### src/hw/xfer_pkg.sv
`default_nettype none

//////////////////////////////////////////////////////////////////////
// Shared encodings for the register-transfer core
//////////////////////////////////////////////////////////////////////

package xfer_pkg;

   // Command opcodes, one per host strobe
   typedef enum logic [2:0] {
      OP_NOP  = 3'd0,   // Nothing happens
      OP_LDI  = 3'd1,   // Dst <= immediate
      OP_MOV  = 3'd2,   // Dst <= src
      OP_ADD  = 3'd3,   // Dst <= dst + src
      OP_SUB  = 3'd4,   // Dst <= dst - src
      OP_AND  = 3'd5,   // Dst <= dst & src
      OP_XOR  = 3'd6,   // Dst <= dst ^ src
      OP_FLAG = 3'd7    // J-K command on carry, no write
   } xfer_op_e;

   // J-K carry commands in truth-table order {J,K}
   // Taken from imm[1:0] of an OP_FLAG command
   typedef enum logic [1:0] {
      JK_HOLD   = 2'd0, // J=0 K=0
      JK_CLEAR  = 2'd1, // J=0 K=1
      JK_SET    = 2'd2, // J=1 K=0
      JK_TOGGLE = 2'd3  // J=1 K=1
   } jk_cmd_e;

endpackage

`default_nettype wire

### src/hw/ctrl_latch.sv
`timescale 1ns/1ps
`default_nettype none

//////////////////////////////////////////////////////////////////////
// Control-word register, the 74x273 behind the microcode ROM
//////////////////////////////////////////////////////////////////////

module ctrl_latch import xfer_pkg::*; #(
   parameter int DATA_W   = 8,
   parameter int NUM_REGS = 4,
   localparam int SEL_W   = $clog2(NUM_REGS)
) (
   input  wire logic              clk,
   input  wire logic              rst,        // Active low, synchronous
   input  wire logic              cmd_strobe, // One cycle per command
   input  wire xfer_op_e          cmd_op,
   input  wire logic [SEL_W-1:0]  cmd_src,
   input  wire logic [SEL_W-1:0]  cmd_dst,
   input  wire logic [DATA_W-1:0] cmd_imm,
   output      logic [SEL_W-1:0]  rd_src_sel,
   output      logic [SEL_W-1:0]  rd_dst_sel,
   output      logic [SEL_W-1:0]  wr_sel,
   output      logic              wr_en,
   output      xfer_op_e          alu_op,
   output      logic [DATA_W-1:0] alu_imm,
   output      logic              flag_en,    // J-K command applies
   output      logic              carry_en,   // Carry loads from ALU
   output      jk_cmd_e           jk_cmd
);

   // Latched control word
   xfer_op_e          op_q;
   logic [SEL_W-1:0]  src_q;
   logic [SEL_W-1:0]  dst_q;
   logic [DATA_W-1:0] imm_q;

   //////////////////////////////////////////////////////////////////
   // Word register, NOP unless strobed
   //////////////////////////////////////////////////////////////////

   always_ff @(posedge clk) begin
      if (!rst) begin
         op_q  <= OP_NOP;
         src_q <= '0;
         dst_q <= '0;
         imm_q <= '0;
      end else if (cmd_strobe) begin
         op_q  <= cmd_op;
         src_q <= cmd_src;
         dst_q <= cmd_dst;
         imm_q <= cmd_imm;
      end else begin
         op_q  <= OP_NOP; // Idle cycle loads an empty word
         src_q <= '0;
         dst_q <= '0;
         imm_q <= '0;
      end
   end

   // Steering straight from the word
   assign rd_src_sel = src_q;
   assign rd_dst_sel = dst_q;   // Dst is also the left ALU operand
   assign wr_sel     = dst_q;   // Written back to the same register
   assign alu_op     = op_q;
   assign alu_imm    = imm_q;

   //////////////////////////////////////////////////////////////////
   // Opcode decode into datapath enables
   //////////////////////////////////////////////////////////////////

   always_comb begin
      wr_en    = 1'b0;
      flag_en  = 1'b0;
      carry_en = 1'b0;
      jk_cmd   = JK_HOLD;
      case (op_q)
         OP_LDI, OP_MOV, OP_AND, OP_XOR: wr_en = 1'b1;
         OP_ADD, OP_SUB: begin
            wr_en    = 1'b1;
            carry_en = 1'b1;            // Carry or no-borrow
         end
         OP_FLAG: begin
            flag_en = 1'b1;
            jk_cmd  = jk_cmd_e'(imm_q[1:0]); // J,K from low imm bits
         end
         default: ;                     // OP_NOP
      endcase
   end

endmodule

`default_nettype wire

### src/hw/reg_bank.sv
`timescale 1ns/1ps
`default_nettype none

//////////////////////////////////////////////////////////////////////
// General register bank, one 74x574 per register
//////////////////////////////////////////////////////////////////////

module reg_bank #(
   parameter int DATA_W   = 8,
   parameter int NUM_REGS = 4,
   localparam int SEL_W   = $clog2(NUM_REGS)
) (
   input  wire logic              clk,
   input  wire logic              rst,        // Active low, synchronous
   input  wire logic [SEL_W-1:0]  rd_src_sel, // Source operand select
   input  wire logic [SEL_W-1:0]  rd_dst_sel, // Destination operand select
   input  wire logic              wr_en,
   input  wire logic [SEL_W-1:0]  wr_sel,
   input  wire logic [DATA_W-1:0] wr_data,
   output      logic [DATA_W-1:0] src_data,
   output      logic [DATA_W-1:0] dst_data
);

   // Register storage
   logic [DATA_W-1:0] regs [NUM_REGS];

   // One-hot load strobes, like a 74x138 on the clock enables
   logic [NUM_REGS-1:0] wr_dec;

   //////////////////////////////////////////////////////////////////
   // Write decode
   //////////////////////////////////////////////////////////////////

   always_comb begin
      wr_dec = '0;
      for (int i = 0; i < NUM_REGS; i++) begin
         if (wr_en && (wr_sel == SEL_W'(i))) begin
            wr_dec[i] = 1'b1;
         end
      end
   end

   //////////////////////////////////////////////////////////////////
   // Storage
   //////////////////////////////////////////////////////////////////

   // Each register loads on its own strobe
   always_ff @(posedge clk) begin
      if (!rst) begin
         for (int i = 0; i < NUM_REGS; i++) begin
            regs[i] <= '0;              // Bank comes up clear
         end
      end else begin
         for (int i = 0; i < NUM_REGS; i++) begin
            if (wr_dec[i]) begin
               regs[i] <= wr_data;
            end
         end
      end
   end

   //////////////////////////////////////////////////////////////////
   // Read ports
   //////////////////////////////////////////////////////////////////

   // Select muxes take the place of the /OE bus drivers
   // No bypass, a write lands before the next word reads
   always_comb begin
      src_data = '0;
      dst_data = '0;
      for (int i = 0; i < NUM_REGS; i++) begin
         if (rd_src_sel == SEL_W'(i)) begin
            src_data = regs[i];
         end
         if (rd_dst_sel == SEL_W'(i)) begin
            dst_data = regs[i];
         end
      end
   end

endmodule

`default_nettype wire

### src/hw/xfer_alu.sv
`timescale 1ns/1ps
`default_nettype none

//////////////////////////////////////////////////////////////////////
// Combinational 8-bit ALU
//////////////////////////////////////////////////////////////////////

module xfer_alu import xfer_pkg::*; #(
   parameter int DATA_W = 8
) (
   input  wire xfer_op_e          alu_op,
   input  wire logic [DATA_W-1:0] src_data,
   input  wire logic [DATA_W-1:0] dst_data,
   input  wire logic [DATA_W-1:0] alu_imm,
   output      logic [DATA_W-1:0] alu_result,
   output      logic              alu_carry
);

   // One bit wider to catch carry and borrow
   logic [DATA_W:0] sum;
   logic [DATA_W:0] diff;

   // Widened adders in place of a pair of 74x283
   assign sum  = {1'b0, dst_data} + {1'b0, src_data};
   assign diff = {1'b0, dst_data} - {1'b0, src_data}; // MSB set on borrow

   //////////////////////////////////////////////////////////////////
   // Function select
   //////////////////////////////////////////////////////////////////

   always_comb begin
      alu_result = '0;
      alu_carry  = 1'b0;
      case (alu_op)
         OP_LDI: alu_result = alu_imm;
         OP_MOV: alu_result = src_data;
         OP_ADD: begin
            alu_result = sum[DATA_W-1:0];
            alu_carry  = sum[DATA_W];   // Carry out
         end
         OP_SUB: begin
            alu_result = diff[DATA_W-1:0];
            alu_carry  = ~diff[DATA_W]; // No borrow when dst >= src
         end
         OP_AND: alu_result = dst_data & src_data;
         OP_XOR: alu_result = dst_data ^ src_data;
         default: begin
            // NOP and FLAG give zero
            alu_result = '0;
            alu_carry  = 1'b0;
         end
      endcase
   end

endmodule

`default_nettype wire

### src/hw/status_reg.sv
`timescale 1ns/1ps
`default_nettype none

//////////////////////////////////////////////////////////////////////
// Flags and result register
//////////////////////////////////////////////////////////////////////

module status_reg import xfer_pkg::*; #(
   parameter int DATA_W = 8
) (
   input  wire logic              clk,
   input  wire logic              rst,        // Active low, synchronous
   input  wire logic              flag_en,    // OP_FLAG in flight
   input  wire logic              carry_en,   // ADD or SUB in flight
   input  wire jk_cmd_e           jk_cmd,
   input  wire logic              wr_en,      // Register write in flight
   input  wire logic [DATA_W-1:0] alu_result,
   input  wire logic              alu_carry,
   output      logic              res_valid,
   output      logic [DATA_W-1:0] res_data,
   output      logic              carry,
   output      logic              zero
);

   //////////////////////////////////////////////////////////////////
   // Carry, a 74x112 half with a parallel load
   //////////////////////////////////////////////////////////////////

   always_ff @(posedge clk) begin
      if (!rst) begin
         carry <= 1'b0;
      end else if (carry_en) begin
         carry <= alu_carry;            // Arithmetic load
      end else if (flag_en) begin
         case (jk_cmd)
            JK_CLEAR:  carry <= 1'b0;
            JK_SET:    carry <= 1'b1;
            JK_TOGGLE: carry <= ~carry;
            default:   carry <= carry;  // Hold
         endcase
      end
   end

   //////////////////////////////////////////////////////////////////
   // Zero flag
   //////////////////////////////////////////////////////////////////

   // Follows the value written back
   always_ff @(posedge clk) begin
      if (!rst) begin
         zero <= 1'b0;
      end else if (wr_en) begin
         zero <= (alu_result == '0);
      end
   end

   //////////////////////////////////////////////////////////////////
   // Result register and valid strobe
   //////////////////////////////////////////////////////////////////

   // Every non-NOP either writes or is a flag command
   always_ff @(posedge clk) begin
      if (!rst) begin
         res_valid <= 1'b0;
         res_data  <= '0;
      end else begin
         res_valid <= wr_en | flag_en;  // High for one cycle
         if (wr_en || flag_en) begin
            res_data <= alu_result;     // Zero for OP_FLAG
         end
      end
   end

endmodule

`default_nettype wire

### src/hw/xfer_top.sv
`timescale 1ns/1ps
`default_nettype none

//////////////////////////////////////////////////////////////////////
// Register-transfer core, top level
//////////////////////////////////////////////////////////////////////

module xfer_top import xfer_pkg::*; #(
   parameter int DATA_W   = 8,
   parameter int NUM_REGS = 4,
   localparam int SEL_W   = $clog2(NUM_REGS)
) (
   input  wire logic              clk,
   input  wire logic              rst,        // Active low, synchronous
   input  wire logic              cmd_strobe,
   input  wire xfer_op_e          cmd_op,
   input  wire logic [SEL_W-1:0]  cmd_src,
   input  wire logic [SEL_W-1:0]  cmd_dst,
   input  wire logic [DATA_W-1:0] cmd_imm,
   output      logic              res_valid,  // Two edges after strobe
   output      logic [DATA_W-1:0] res_data,
   output      logic              carry,
   output      logic              zero
);

   // Steering from the control word
   logic [SEL_W-1:0]  rd_src_sel;
   logic [SEL_W-1:0]  rd_dst_sel;
   logic [SEL_W-1:0]  wr_sel;
   logic              wr_en;
   xfer_op_e          alu_op;
   logic [DATA_W-1:0] alu_imm;
   logic              flag_en;
   logic              carry_en;
   jk_cmd_e           jk_cmd;

   // Datapath
   logic [DATA_W-1:0] src_data;
   logic [DATA_W-1:0] dst_data;
   logic [DATA_W-1:0] alu_result;     // Also the write-back data
   logic              alu_carry;

   ctrl_latch #(.DATA_W(DATA_W), .NUM_REGS(NUM_REGS)) ctrl_latch_i (
      .clk, .rst, .cmd_strobe, .cmd_op, .cmd_src, .cmd_dst, .cmd_imm,
      .rd_src_sel, .rd_dst_sel, .wr_sel, .wr_en, .alu_op, .alu_imm,
      .flag_en, .carry_en, .jk_cmd
   );

   reg_bank #(.DATA_W(DATA_W), .NUM_REGS(NUM_REGS)) reg_bank_i (
      .clk, .rst, .rd_src_sel, .rd_dst_sel, .wr_en, .wr_sel,
      .wr_data (alu_result),
      .src_data, .dst_data
   );

   xfer_alu #(.DATA_W(DATA_W)) xfer_alu_i (
      .alu_op, .src_data, .dst_data, .alu_imm, .alu_result, .alu_carry
   );

   status_reg #(.DATA_W(DATA_W)) status_reg_i (
      .clk, .rst, .flag_en, .carry_en, .jk_cmd, .wr_en, .alu_result,
      .alu_carry, .res_valid, .res_data, .carry, .zero
   );

endmodule

`default_nettype wire

### config.mk
export PLATFORM = sky130hd
export DESIGN_NAME = xfer_top
export DESIGN_NICKNAME = d
export VERILOG_FILES = /design/src/hw/xfer_pkg.sv /design/src/hw/ctrl_latch.sv /design/src/hw/reg_bank.sv /design/src/hw/xfer_alu.sv /design/src/hw/status_reg.sv /design/src/hw/xfer_top.sv
export SDC_FILE = /design/constraint.sdc
export NUM_CORES = 1
export LEC_CHECK = 0
export BUFFER_PORTS_ARGS = -buffer_cell sky130_fd_sc_hd__buf_2
export CORE_MARGIN = 4
export CORE_UTILIZATION = 50
export DETAILED_ROUTE_END_ITERATION = 8
export PLACE_DENSITY = 0.82
export SETUP_SLACK_MARGIN = 0.15
export SLEW_MARGIN = 20
export SYNTH_ARGS = -nofsm -noshare
export SYNTH_HDL_FRONTEND = slang
export SYNTH_SLANG_ARGS = --single-unit
### constraint.sdc
create_clock -name clk -period 3.7 [get_ports clk]
set_clock_uncertainty 0.2 [all_clocks]
set_input_delay 0.555 -clock clk [delete_from_list [all_inputs] [get_ports clk]]
set_output_delay 0.555 -clock clk [all_outputs]
set_load 0.02 [all_outputs]
==> flow_summary.html, run 1 <==
<table>
<tr><th>Metric</th><th>Value</th></tr>
<tr><th colspan="2">STA</th></tr>
<tr><td>Number of endpoints failing setup at the final stage</td><td>0</td></tr>
<tr><td>Setup repair after global routing missed its margin</td><td>false</td></tr>
<tr><td>Total count of hold-check failures in the final report</td><td>0</td></tr>
<tr><td>Slew at the pin closest to its max-slew limit</td><td>965 ps</td></tr>
<tr><td>Max Clk Rate</td><td>just under 300 MHz</td></tr>
<tr><td>Summed negative setup slack over all endpoints</td><td>0 ps</td></tr>
<tr><td>Period Utilization, post-route</td><td>just over 90%</td></tr>
<tr><td>Max-slew headroom at the worst pin</td><td>35.6%</td></tr>
<tr><td>Pins Over Slew Limit</td><td>0</td></tr>
<tr><td>Final period demand of the worst path</td><td>approximately 3400 ps</td></tr>
<tr><th colspan="2">Yosys</th></tr>
<tr><td>Fraction of registers with async set or reset after synthesis</td><td>0%</td></tr>
<tr><td>Cell count after synthesis</td><td>340</td></tr>
<tr><td>Syn avg cell area</td><td>around 11 um2</td></tr>
<tr><td>Proportion of synthesized area in mux cells</td><td>approximately 14%</td></tr>
<tr><td>Post-synthesis share of cell area spent on xor and xnor gates</td><td>1.22%</td></tr>
<tr><td>List of most frequent post-synthesis cells</td><td>nor2_1, edfxtp_1, dfxtp_1</td></tr>
<tr><td>FF+latch count, synth</td><td>between 50 and 60</td></tr>
<tr><td>Number of warning messages in the yosys log</td><td>0</td></tr>
<tr><td>Register area share after synthesis</td><td>between 40 and 50%</td></tr>
<tr><td>Area fraction of the dominant cell type after synthesis</td><td>26.8%</td></tr>
<tr><td>Synth area leaders</td><td>edfxtp_1, dfxtp_1, mux4_2, ha_1, nor2_1</td></tr>
<tr><td>Arithmetic-cell share of the synthesized area counting full adders, half adders and majority gates</td><td>between 7 and 8%</td></tr>
<tr><td>Primary flip-flop cell chosen by synthesis mapping</td><td>edfxtp_1</td></tr>
<tr><td>Most instantiated library cell after synthesis</td><td>nor2_1</td></tr>
<tr><td>Combinational family with the most area after synthesis</td><td>simple AND/OR/NAND/NOR gates</td></tr>
<tr><td>Count of flip-flops with a built-in enable after synthesis</td><td>32</td></tr>
<tr><td>Area of the mapped netlist</td><td>3590 um2</td></tr>
<tr><td>Compound-Gate Fraction of Synth Area</td><td>roughly 14%</td></tr>
<tr><td>Share of synthesized cell area in and, or, nand and nor gates</td><td>approximately 18%</td></tr>
<tr><td>Cell type contributing the most total cell area after synthesis</td><td>edfxtp_1</td></tr>
<tr><td>Count of unique library cells instantiated by Yosys</td><td>between 50 and 60</td></tr>
<tr><td>Synthesized net count</td><td>between 300 and 400</td></tr>
<tr><th colspan="2">Pwr</th></tr>
<tr><td>Power density of the placed cells</td><td>~410 nW/um2</td></tr>
<tr><td>Combinational power share</td><td>between 20% and 30%</td></tr>
<tr><td>Final Total Pwr</td><td>between 1.5 and 2 mW</td></tr>
<tr><td>Switch Pwr</td><td>roughly 0.50 mW</td></tr>
<tr><td>Static Leakage</td><td>roughly 1.6 nW</td></tr>
<tr><td>Sw Share</td><td>a little under a third</td></tr>
<tr><td>Sequential group share of total power</td><td>46.1%</td></tr>
<tr><td>Cell Int Power</td><td>approximately 1.1 mW</td></tr>
<tr><td>Maximum ir drop on the vdd rail</td><td>0.000306 V</td></tr>
<tr><td>Share of total power in the clock network</td><td>about 30%</td></tr>
<tr><th colspan="2">Cells and area</th></tr>
<tr><td>Proportion of layout cells with a drive suffix above 1</td><td>a little over a fifth</td></tr>
<tr><td>Flip-flop and latch area</td><td>approximately 1500 um2</td></tr>
<tr><td>Antenna diode instance count</td><td>0</td></tr>
<tr><td>Area growth from synthesis to layout</td><td>10.8%</td></tr>
<tr><td>Area occupied by multi-input gates</td><td>slightly below 2000 um2</td></tr>
<tr><td>Number of fillers in the final layout</td><td>560</td></tr>
<tr><td>Fin nets</td><td>402</td></tr>
<tr><th colspan="2">Clocking</th></tr>
<tr><td>Clock-pin slew reported for the worst setup and hold paths after clock tree synthesis</td><td>roughly 70 ps</td></tr>
<tr><td>Largest buffer count on any clock path</td><td>2</td></tr>
<tr><td>Cell chosen for the clock root</td><td>clkbuf_8</td></tr>
<tr><td>CTS Sinks</td><td>58</td></tr>
<tr><td>H-tree levels</td><td>3</td></tr>
<tr><td>Post-CTS setup buffer count</td><td>0</td></tr>
<tr><td>CTS tree</td><td>yes</td></tr>
<tr><td>Worst-Skew Late Latency</td><td>340 ps</td></tr>
<tr><td>TritonCTS Buffers</td><td>9</td></tr>
<tr><th colspan="2">Global routing</th></tr>
<tr><td>Initial antenna violation count</td><td>0</td></tr>
<tr><td>Vias in the first global route</td><td>around 2800</td></tr>
<tr><td>Wire length of the first global-routing pass</td><td>approximately 14000 um</td></tr>
<tr><td>Tot GR Track Use</td><td>approximately a fifth</td></tr>
<tr><td>Maximum number of pins on one net before global-route repair</td><td>28</td></tr>
<tr><td>Remaining global-route overflow</td><td>0</td></tr>
<tr><th colspan="2">Critical path</th></tr>
<tr><td>Startpoint Class</td><td>flop</td></tr>
<tr><td>Crit. End Element</td><td>flop</td></tr>
<tr><td>Crit path launch</td><td>ctrl_latch_i.rd_dst_sel[0]</td></tr>
<tr><td>Worst Reg-to-Reg Cells</td><td>9</td></tr>
<tr><td>Critical path class</td><td>reg2reg</td></tr>
<tr><td>Setup crit end</td><td>reg_bank_i.regs[1][7]</td></tr>
<tr><td>Flop-to-flop setup slack</td><td>around 260 ps</td></tr>
<tr><td>Data required, critical path</td><td>around 3600 ps</td></tr>
<tr><td>Largest fanout of any net on the critical path</td><td>15</td></tr>
<tr><td>Arrival time worst endpoint</td><td>around 3300 ps</td></tr>
<tr><td>Launch point of the worst reg-to-reg path</td><td>ctrl_latch_i.rd_dst_sel[0]</td></tr>
<tr><td>Worst R2R End</td><td>reg_bank_i.regs[1][7]</td></tr>
<tr><th colspan="2">Die</th></tr>
<tr><td>Overall die height</td><td>92.8 um</td></tr>
<tr><td>Row count</td><td>30</td></tr>
<tr><td>Top-level port count</td><td>29</td></tr>
<tr><td>Horizontal extent of the die</td><td>a little over 90 um</td></tr>
<tr><td>Placeable core region</td><td>about 6900 um2</td></tr>
<tr><td>Effective utilization at floorplan</td><td>approximately 52%</td></tr>
<tr><td>Die ar.</td><td>approximately 8600 um2</td></tr>
<tr><th colspan="2">Drt</th></tr>
<tr><td>Detailed-routing iteration count for the pre-antenna-repair pass</td><td>5</td></tr>
<tr><td>Violation count after the first detailed-routing iteration</td><td>between 100 and 150</td></tr>
<tr><td>Vias after detailed routing</td><td>about 2900</td></tr>
<tr><td>Detailed-route wire length per cell</td><td>around 19 um</td></tr>
<tr><td>ANT nets after route</td><td>0</td></tr>
<tr><td>Routed wire length</td><td>between 8000 and 9000 um</td></tr>
<tr><td>Avg Vias per Cell</td><td>just over 6</td></tr>
<tr><td>Remaining design rule violation count</td><td>0</td></tr>
<tr><th colspan="2">Placement</th></tr>
<tr><td>Number of buffers added on ports</td><td>28</td></tr>
<tr><td>DP Wirelength</td><td>approximately 6400 um</td></tr>
<tr><td>Routability cong.</td><td>0.970</td></tr>
<tr><th colspan="2">Status</th></tr>
<tr><td>Outcome</td><td>complete, no violations</td></tr>
<tr><th colspan="2">Hold path</th></tr>
<tr><td>Path class of the lowest-slack min-delay path</td><td>in2reg</td></tr>
<tr><th colspan="2">Job</th></tr>
<tr><td>Maximum Capacitance Violations</td><td>0</td></tr>
</table>
-- layout make-up --
class,instances,area share (%)
Inverter,17,1.60
Sequential cell,58,37.2
Multi-Input combinational cell,242,48.9
Tap cell,96,3.02
Clock inverter,7,0.911
Clock buffer,9,3.11
Timing Repair Buffer,37,5.22
-- critical path, cell delays in order (launching register included) --
cell	delay [ps]
dfxtp_1	390
buf_4	280
mux4_2	540
ha_1	370
or3b_1	380
o22ai_1	190
o21ai_0	120
a211o_1	320
a21oi_2	300
nor2_1	90
-- layout by cell type, fill, tap and decap left out, drive strengths merged, types with 5 or more instances in the layout --
| master | Yosys | final |
|---|---|---|
| nor2 | 43 | 43 |
| buf | 7 | 37 |
| edfxtp | 32 | 32 |
| dfxtp | 26 | 26 |
| a21oi | 19 | 19 |
| mux4 | 19 | 19 |
| and3 | 18 | 18 |
| inv | 17 | 17 |
| nand2 | 17 | 17 |
| ha | 17 | 17 |
| o21ai | 13 | 13 |
| clkbuf | 16 | 9 |
| nor2b | 8 | 8 |
| nor3 | 8 | 8 |
| nand2b | 6 | 6 |
| clkinv | 0 | 5 |
-- power groups by stage --
| stage | combinational, mW | sequential, mW | clock (mW) |
|---|---|---|---|
| after floorplan | 0.275 | 0.755 | 0 |
| after global placement | 0.364 | 0.754 | 0 |
| after detailed placement | 0.372 | 0.756 | 0 |
| after CTS | 0.375 | 0.742 | 0.498 |
| after global routing | 0.416 | 0.747 | 0.526 |
| final | 0.381 | 0.743 | 0.489 |
-- timing repair --
item | in CTS | in global routing
hold buffers | 0 | 0
setup endpoints to repair | 0 | 6
resized for setup | 0 | 2
-- state kept, by name (all words and copies together) (netlist names) --
name	count
reg_bank_i.regs	32
ctrl_latch_i.alu_imm	8
status_reg_i.res_data	8
ctrl_latch_i.alu_op	3
ctrl_latch_i.rd_dst_sel	2
ctrl_latch_i.rd_src_sel	2
status_reg_i.carry	1
status_reg_i.res_valid	1
status_reg_i.zero	1
-- cells by family after synthesis --
kind of cell	after synthesis
flops	58
fa+ha+maj	19
buf+inv	40
simple gates	122
xor+xnor	5
compound gates	71
mux	25
-- through the flow --
step / hold slack, ps / utilization (%) / instance area, um2 / cells / worst slack [ps]
after floorplan: 334 / - / 3590 / 340 / 153
after global routing: 248 / 58.0 / 3980 / 466 / 158
final: 250 / 58.0 / 3980 / 466 / 260
after CTS: 245 / 57.9 / 3980 / 466 / 270
after detailed placement: 244 / 55.6 / 3820 / 450 / 282
after global placement: 243 / 55.6 / 3820 / 450 / 338
-- layer usage --
metal,track usage (%),part of all wire (%),vias to the layer above
li1,-,-,1327
met1,25.8,41,1379
met4,7.08,2.7,0
met3,6.34,7.8,21
met2,34.2,49,136
met5,0,0,-
-- how the worst min path moves through the flow --
stage	startpoint	end	slack [ps]	cells after the start
floorplan	status_reg_i.res_data[0]	status_reg_i.res_data[0]	330	2
global placement	status_reg_i.res_data[4]	status_reg_i.res_data[4]	240	2
detailed placement	status_reg_i.res_data[3]	status_reg_i.res_data[3]	240	2
CTS	cmd_imm[4]	ctrl_latch_i.alu_imm[4]	250	2
global route	cmd_op[0]	ctrl_latch_i.alu_op[0]	250	2
finish	cmd_imm[4]	ctrl_latch_i.alu_imm[4]	250	2
Power figures use the tool's default switching activity.
==> run 2, diff against run 1 <==
--- a/config.mk
+++ b/config.mk
@@ -6,10 +6,13 @@
 export NUM_CORES = 1
 export LEC_CHECK = 0
 export BUFFER_PORTS_ARGS = -buffer_cell sky130_fd_sc_hd__buf_2
+export CELL_PAD_IN_SITES_DETAIL_PLACEMENT = 1
+export CELL_PAD_IN_SITES_GLOBAL_PLACEMENT = 1
 export CORE_MARGIN = 4
-export CORE_UTILIZATION = 50
+export CORE_UTILIZATION = 43
 export DETAILED_ROUTE_END_ITERATION = 8
-export PLACE_DENSITY = 0.82
+export PLACE_DENSITY = 0.87
+export REMOVE_ABC_BUFFERS = 1
 export SETUP_SLACK_MARGIN = 0.15
 export SLEW_MARGIN = 20
 export SYNTH_ARGS = -nofsm -noshare
==> flow_summary.html, run 2 (same netlist as run 1, synthesis figures left out) <==
<table>
<tr><th>Metric</th><th>Value</th></tr>
<tr><th colspan="2">Status</th></tr>
<tr><td>Outcome</td><td>complete, no violations</td></tr>
<tr><th colspan="2">Pwr</th></tr>
<tr><td>Static Leakage</td><td>1.62 nW (+2.2%)</td></tr>
<tr><td>Combinational power share</td><td>22.9% (-0.7 points)</td></tr>
<tr><td>Share of total power in the clock network</td><td>34.7% (+4.4 points)</td></tr>
<tr><td>Cell Int Power</td><td>1.21 mW (+9.3%)</td></tr>
<tr><td>Sw Share</td><td>31.1% (-0.054 points)</td></tr>
<tr><td>Maximum ir drop on the vdd rail</td><td>0.000324 V (+6.1%)</td></tr>
<tr><td>Power density of the placed cells</td><td>433 nW/um2 (+6.8%)</td></tr>
<tr><td>Switch Pwr</td><td>0.548 mW (+9.1%)</td></tr>
<tr><td>Sequential group share of total power</td><td>42.4% (-3.7 points)</td></tr>
<tr><th colspan="2">Critical path</th></tr>
<tr><td>Arrival time worst endpoint</td><td>3340 ps (+20 ps)</td></tr>
<tr><td>Critical path class</td><td>reg2reg</td></tr>
<tr><td>Worst R2R End</td><td>reg_bank_i.regs[2][5]</td></tr>
<tr><td>Delay of the slowest critical-path stage</td><td>640 ps (+100 ps)</td></tr>
<tr><td>Data required, critical path</td><td>3590 ps (about the same)</td></tr>
<tr><td>Worst Reg-to-Reg Cells</td><td>10 (+1)</td></tr>
<tr><td>Startpoint Class</td><td>flop</td></tr>
<tr><td>CP Cell Sequence</td><td>buf_6, mux4_1, ha_2, or3b_1, o22ai_1, buf_4, nor3_1, o21ai_0, and4_1, nor2_1</td></tr>
<tr><td>Crit. End Element</td><td>flop</td></tr>
<tr><td>Launch point of the worst reg-to-reg path</td><td>ctrl_latch_i.rd_src_sel[0]</td></tr>
<tr><td>Largest fanout of any net on the critical path</td><td>7 (-8)</td></tr>
<tr><td>Critical-path cell with the highest stage delay</td><td>mux4_1</td></tr>
<tr><td>Flop-to-flop setup slack</td><td>250 ps (about the same)</td></tr>
<tr><th colspan="2">Clocking</th></tr>
<tr><td>Worst-Skew Late Latency</td><td>340 ps (about the same)</td></tr>
<tr><td>H-tree levels</td><td>3 (unchanged)</td></tr>
<tr><td>TritonCTS Buffers</td><td>9 (unchanged)</td></tr>
<tr><td>Clock-pin slew reported for the worst setup and hold paths after clock tree synthesis</td><td>80 ps (about the same)</td></tr>
<tr><td>Cell chosen for the clock root</td><td>clkbuf_8</td></tr>
<tr><td>CTS Sinks</td><td>58 (unchanged)</td></tr>
<tr><td>Largest buffer count on any clock path</td><td>2 (unchanged)</td></tr>
<tr><td>CTS tree</td><td>yes</td></tr>
<tr><th colspan="2">Cells and area</th></tr>
<tr><td>Most frequent standard cell in the layout excluding fill and tap cells</td><td>nor2_1</td></tr>
<tr><td>Commonest cells after routing, fill and taps aside</td><td>nor2_1, edfxtp_1, buf_2, dfxtp_1</td></tr>
<tr><td>Number of fillers in the final layout</td><td>904 (+61%)</td></tr>
<tr><td>Fin nets</td><td>404 (+0.50%)</td></tr>
<tr><td>Antenna diode instance count</td><td>0 (unchanged)</td></tr>
<tr><td>Area growth from synthesis to layout</td><td>13.3%</td></tr>
<tr><td>Max FFs per register</td><td>32 (unchanged)</td></tr>
<tr><td>Register with the highest flop count</td><td>reg_bank_i.regs</td></tr>
<tr><td>Proportion of layout cells with a drive suffix above 1</td><td>23.7% (+2.0 points)</td></tr>
<tr><th colspan="2">Hold path</th></tr>
<tr><td>Hold-critical path endpoint</td><td>ctrl_latch_i.alu_imm[3]</td></tr>
<tr><td>Number of cells traversed by the worst hold path</td><td>2 (unchanged)</td></tr>
<tr><td>Path class of the lowest-slack min-delay path</td><td>in2reg</td></tr>
<tr><td>Critical hold path startpoint</td><td>cmd_imm[3]</td></tr>
<tr><th colspan="2">Global routing</th></tr>
<tr><td>Tot GR Track Use</td><td>23.0% (+2.3 points)</td></tr>
<tr><td>Initial antenna violation count</td><td>0 (unchanged)</td></tr>
<tr><td>Maximum number of pins on one net before global-route repair</td><td>22 (-21%)</td></tr>
<tr><td>Remaining global-route overflow</td><td>0 (unchanged)</td></tr>
<tr><td>Wire length of the first global-routing pass</td><td>17300 um (+25%)</td></tr>
<tr><td>Vias in the first global route</td><td>3205 (+15%)</td></tr>
<tr><th colspan="2">STA</th></tr>
<tr><td>Summed negative setup slack over all endpoints</td><td>0 ps (unchanged)</td></tr>
<tr><td>Number of endpoints failing setup at the final stage</td><td>0 (unchanged)</td></tr>
<tr><td>Total count of hold-check failures in the final report</td><td>0 (unchanged)</td></tr>
<tr><td>Max-slew headroom at the worst pin</td><td>43.5% (+7.9 points)</td></tr>
<tr><td>Min setup slack post-route</td><td>246 ps (-14.1 ps)</td></tr>
<tr><td>Setup repair after global routing missed its margin</td><td>false</td></tr>
<tr><td>Slew at the pin closest to its max-slew limit</td><td>846 ps (-119 ps)</td></tr>
<tr><td>Final period demand of the worst path</td><td>3450 ps (+14.1 ps)</td></tr>
<tr><td>Pins Over Slew Limit</td><td>0 (unchanged)</td></tr>
<tr><td>Period Utilization, post-route</td><td>93.4% (+0.38 points)</td></tr>
<tr><td>Max Clk Rate</td><td>290 MHz (-0.41%)</td></tr>
<tr><th colspan="2">Placement</th></tr>
<tr><td>Routability cong.</td><td>0.936 (-3.5%)</td></tr>
<tr><td>Number of buffers added on ports</td><td>28 (unchanged)</td></tr>
<tr><td>DP Wirelength</td><td>7990 um (+24%)</td></tr>
<tr><td>DP Worst Slack</td><td>167 ps (-115 ps)</td></tr>
<tr><th colspan="2">Die</th></tr>
<tr><td>Row count</td><td>33 (+10%)</td></tr>
<tr><td>Horizontal extent of the die</td><td>99.4 um (+7.2%)</td></tr>
<tr><td>Placeable core region</td><td>8180 um2 (+19%)</td></tr>
<tr><td>Die ar.</td><td>9880 um2 (+15%)</td></tr>
<tr><td>Overall die height</td><td>99.4 um (+7.2%)</td></tr>
<tr><td>Top-level port count</td><td>29 (unchanged)</td></tr>
<tr><td>Effective utilization at floorplan</td><td>43.9% (-8.4 points)</td></tr>
<tr><th colspan="2">Drt</th></tr>
<tr><td>Detailed-route wire length per cell</td><td>22.9 um (+23%)</td></tr>
<tr><td>ANT nets after route</td><td>0 (unchanged)</td></tr>
<tr><td>Vias after detailed routing</td><td>2943 (+2.8%)</td></tr>
<tr><td>Avg Vias per Cell</td><td>6.17 (+0.42%)</td></tr>
<tr><td>Detailed-routing iteration count for the pre-antenna-repair pass</td><td>4 (-1)</td></tr>
<tr><td>Routed wire length</td><td>10900 um (+26%)</td></tr>
<tr><td>Remaining design rule violation count</td><td>0 (unchanged)</td></tr>
<tr><td>Violation count after the first detailed-routing iteration</td><td>145 (+13%)</td></tr>
<tr><th colspan="2">Job</th></tr>
<tr><td>Maximum Capacitance Violations</td><td>0 (unchanged)</td></tr>
</table>
-- run 2: worst max-delay path by stage --
stage	startpoint	endpoint	slack (ps)	depth (start not counted)
2_1_floorplan	ctrl_latch_i.rd_dst_sel[0]	reg_bank_i.regs[3][6]	9	9
3_3_place_gp	ctrl_latch_i.rd_dst_sel[0]	reg_bank_i.regs[1][7]	310	9
3_5_place_dp	ctrl_latch_i.rd_dst_sel[0]	reg_bank_i.regs[0][6]	170	9
4_1_cts	ctrl_latch_i.rd_dst_sel[0]	reg_bank_i.regs[3][6]	180	9
5_1_grt	reg_bank_i.regs[2][0]	reg_bank_i.regs[3][6]	150	9
6_report	ctrl_latch_i.rd_src_sel[0]	reg_bank_i.regs[2][5]	250	10
-- run 2: timing repair --
item | in CTS | in global routing
endpoints found under the setup margin | 4 | 15
endpoints found under the hold margin | 0 | 0
buffers inserted | 0 | 1
pin swaps | 0 | 1
gates resized for setup | 2 | 6
gates cloned | 0 | 0
hold buffers | 0 | 0
-- run 2: critical path: cells and delay by family, from the launching register on --
family,cells,cell delay (ps)
multiplexers,1,640
flip-flops,1,360
adder cells (fa/ha/maj),1,430
AND/OR/NAND/NOR,4,890
buffers and inverters,2,330
AO/OA/AOI/OAI,2,360
-- run 2: layout make-up --
cell class	count	area [um2]	area share, %
Clock buffer	10	138	3.38
Clock inverter	6	65.1	1.60
Sequential cell	58	1480	36.4
Tap cell	105	131	3.23
Multi-Input combinational cell	242	1960	48.1
Inverter	17	63.8	1.57
Timing Repair Buffer	39	230	5.65
-- run 2: routing by layer --
| layer | GRT usage, % | vias up | part of all wire [%] |
|---|---|---|---|
| li1 | - | 1326 | - |
| met1 | 26.2 | 1481 | 39 |
| met2 | 42.0 | 108 | 53 |
| met3 | 3.02 | 28 | 4.6 |
| met4 | 11.4 | 0 | 3.6 |
| met5 | 0 | - | 0 |
-- run 2: power by group through the flow --
stage / Sequential [mW] / Combinational, mW / Clock (mW)
after floorplan: 0.766 / 0.256 / 0
after global placement: 0.753 / 0.369 / 0
after detailed placement: 0.760 / 0.387 / 0
after CTS: 0.747 / 0.394 / 0.615
after global routing: 0.750 / 0.443 / 0.643
final: 0.748 / 0.403 / 0.611
-- run 2: per-stage QoR --
stage	hold slack, ps	area (um2)	std cells	util, %	power (mW)
final	254	4070	477	49.8	1.76
after global routing	247	4070	477	49.8	1.84
after CTS	238	4050	476	49.5	1.76
after detailed placement	252	3840	460	46.9	1.15
after global placement	241	3840	460	46.9	1.12
after floorplan	335	3490	317	-	1.02
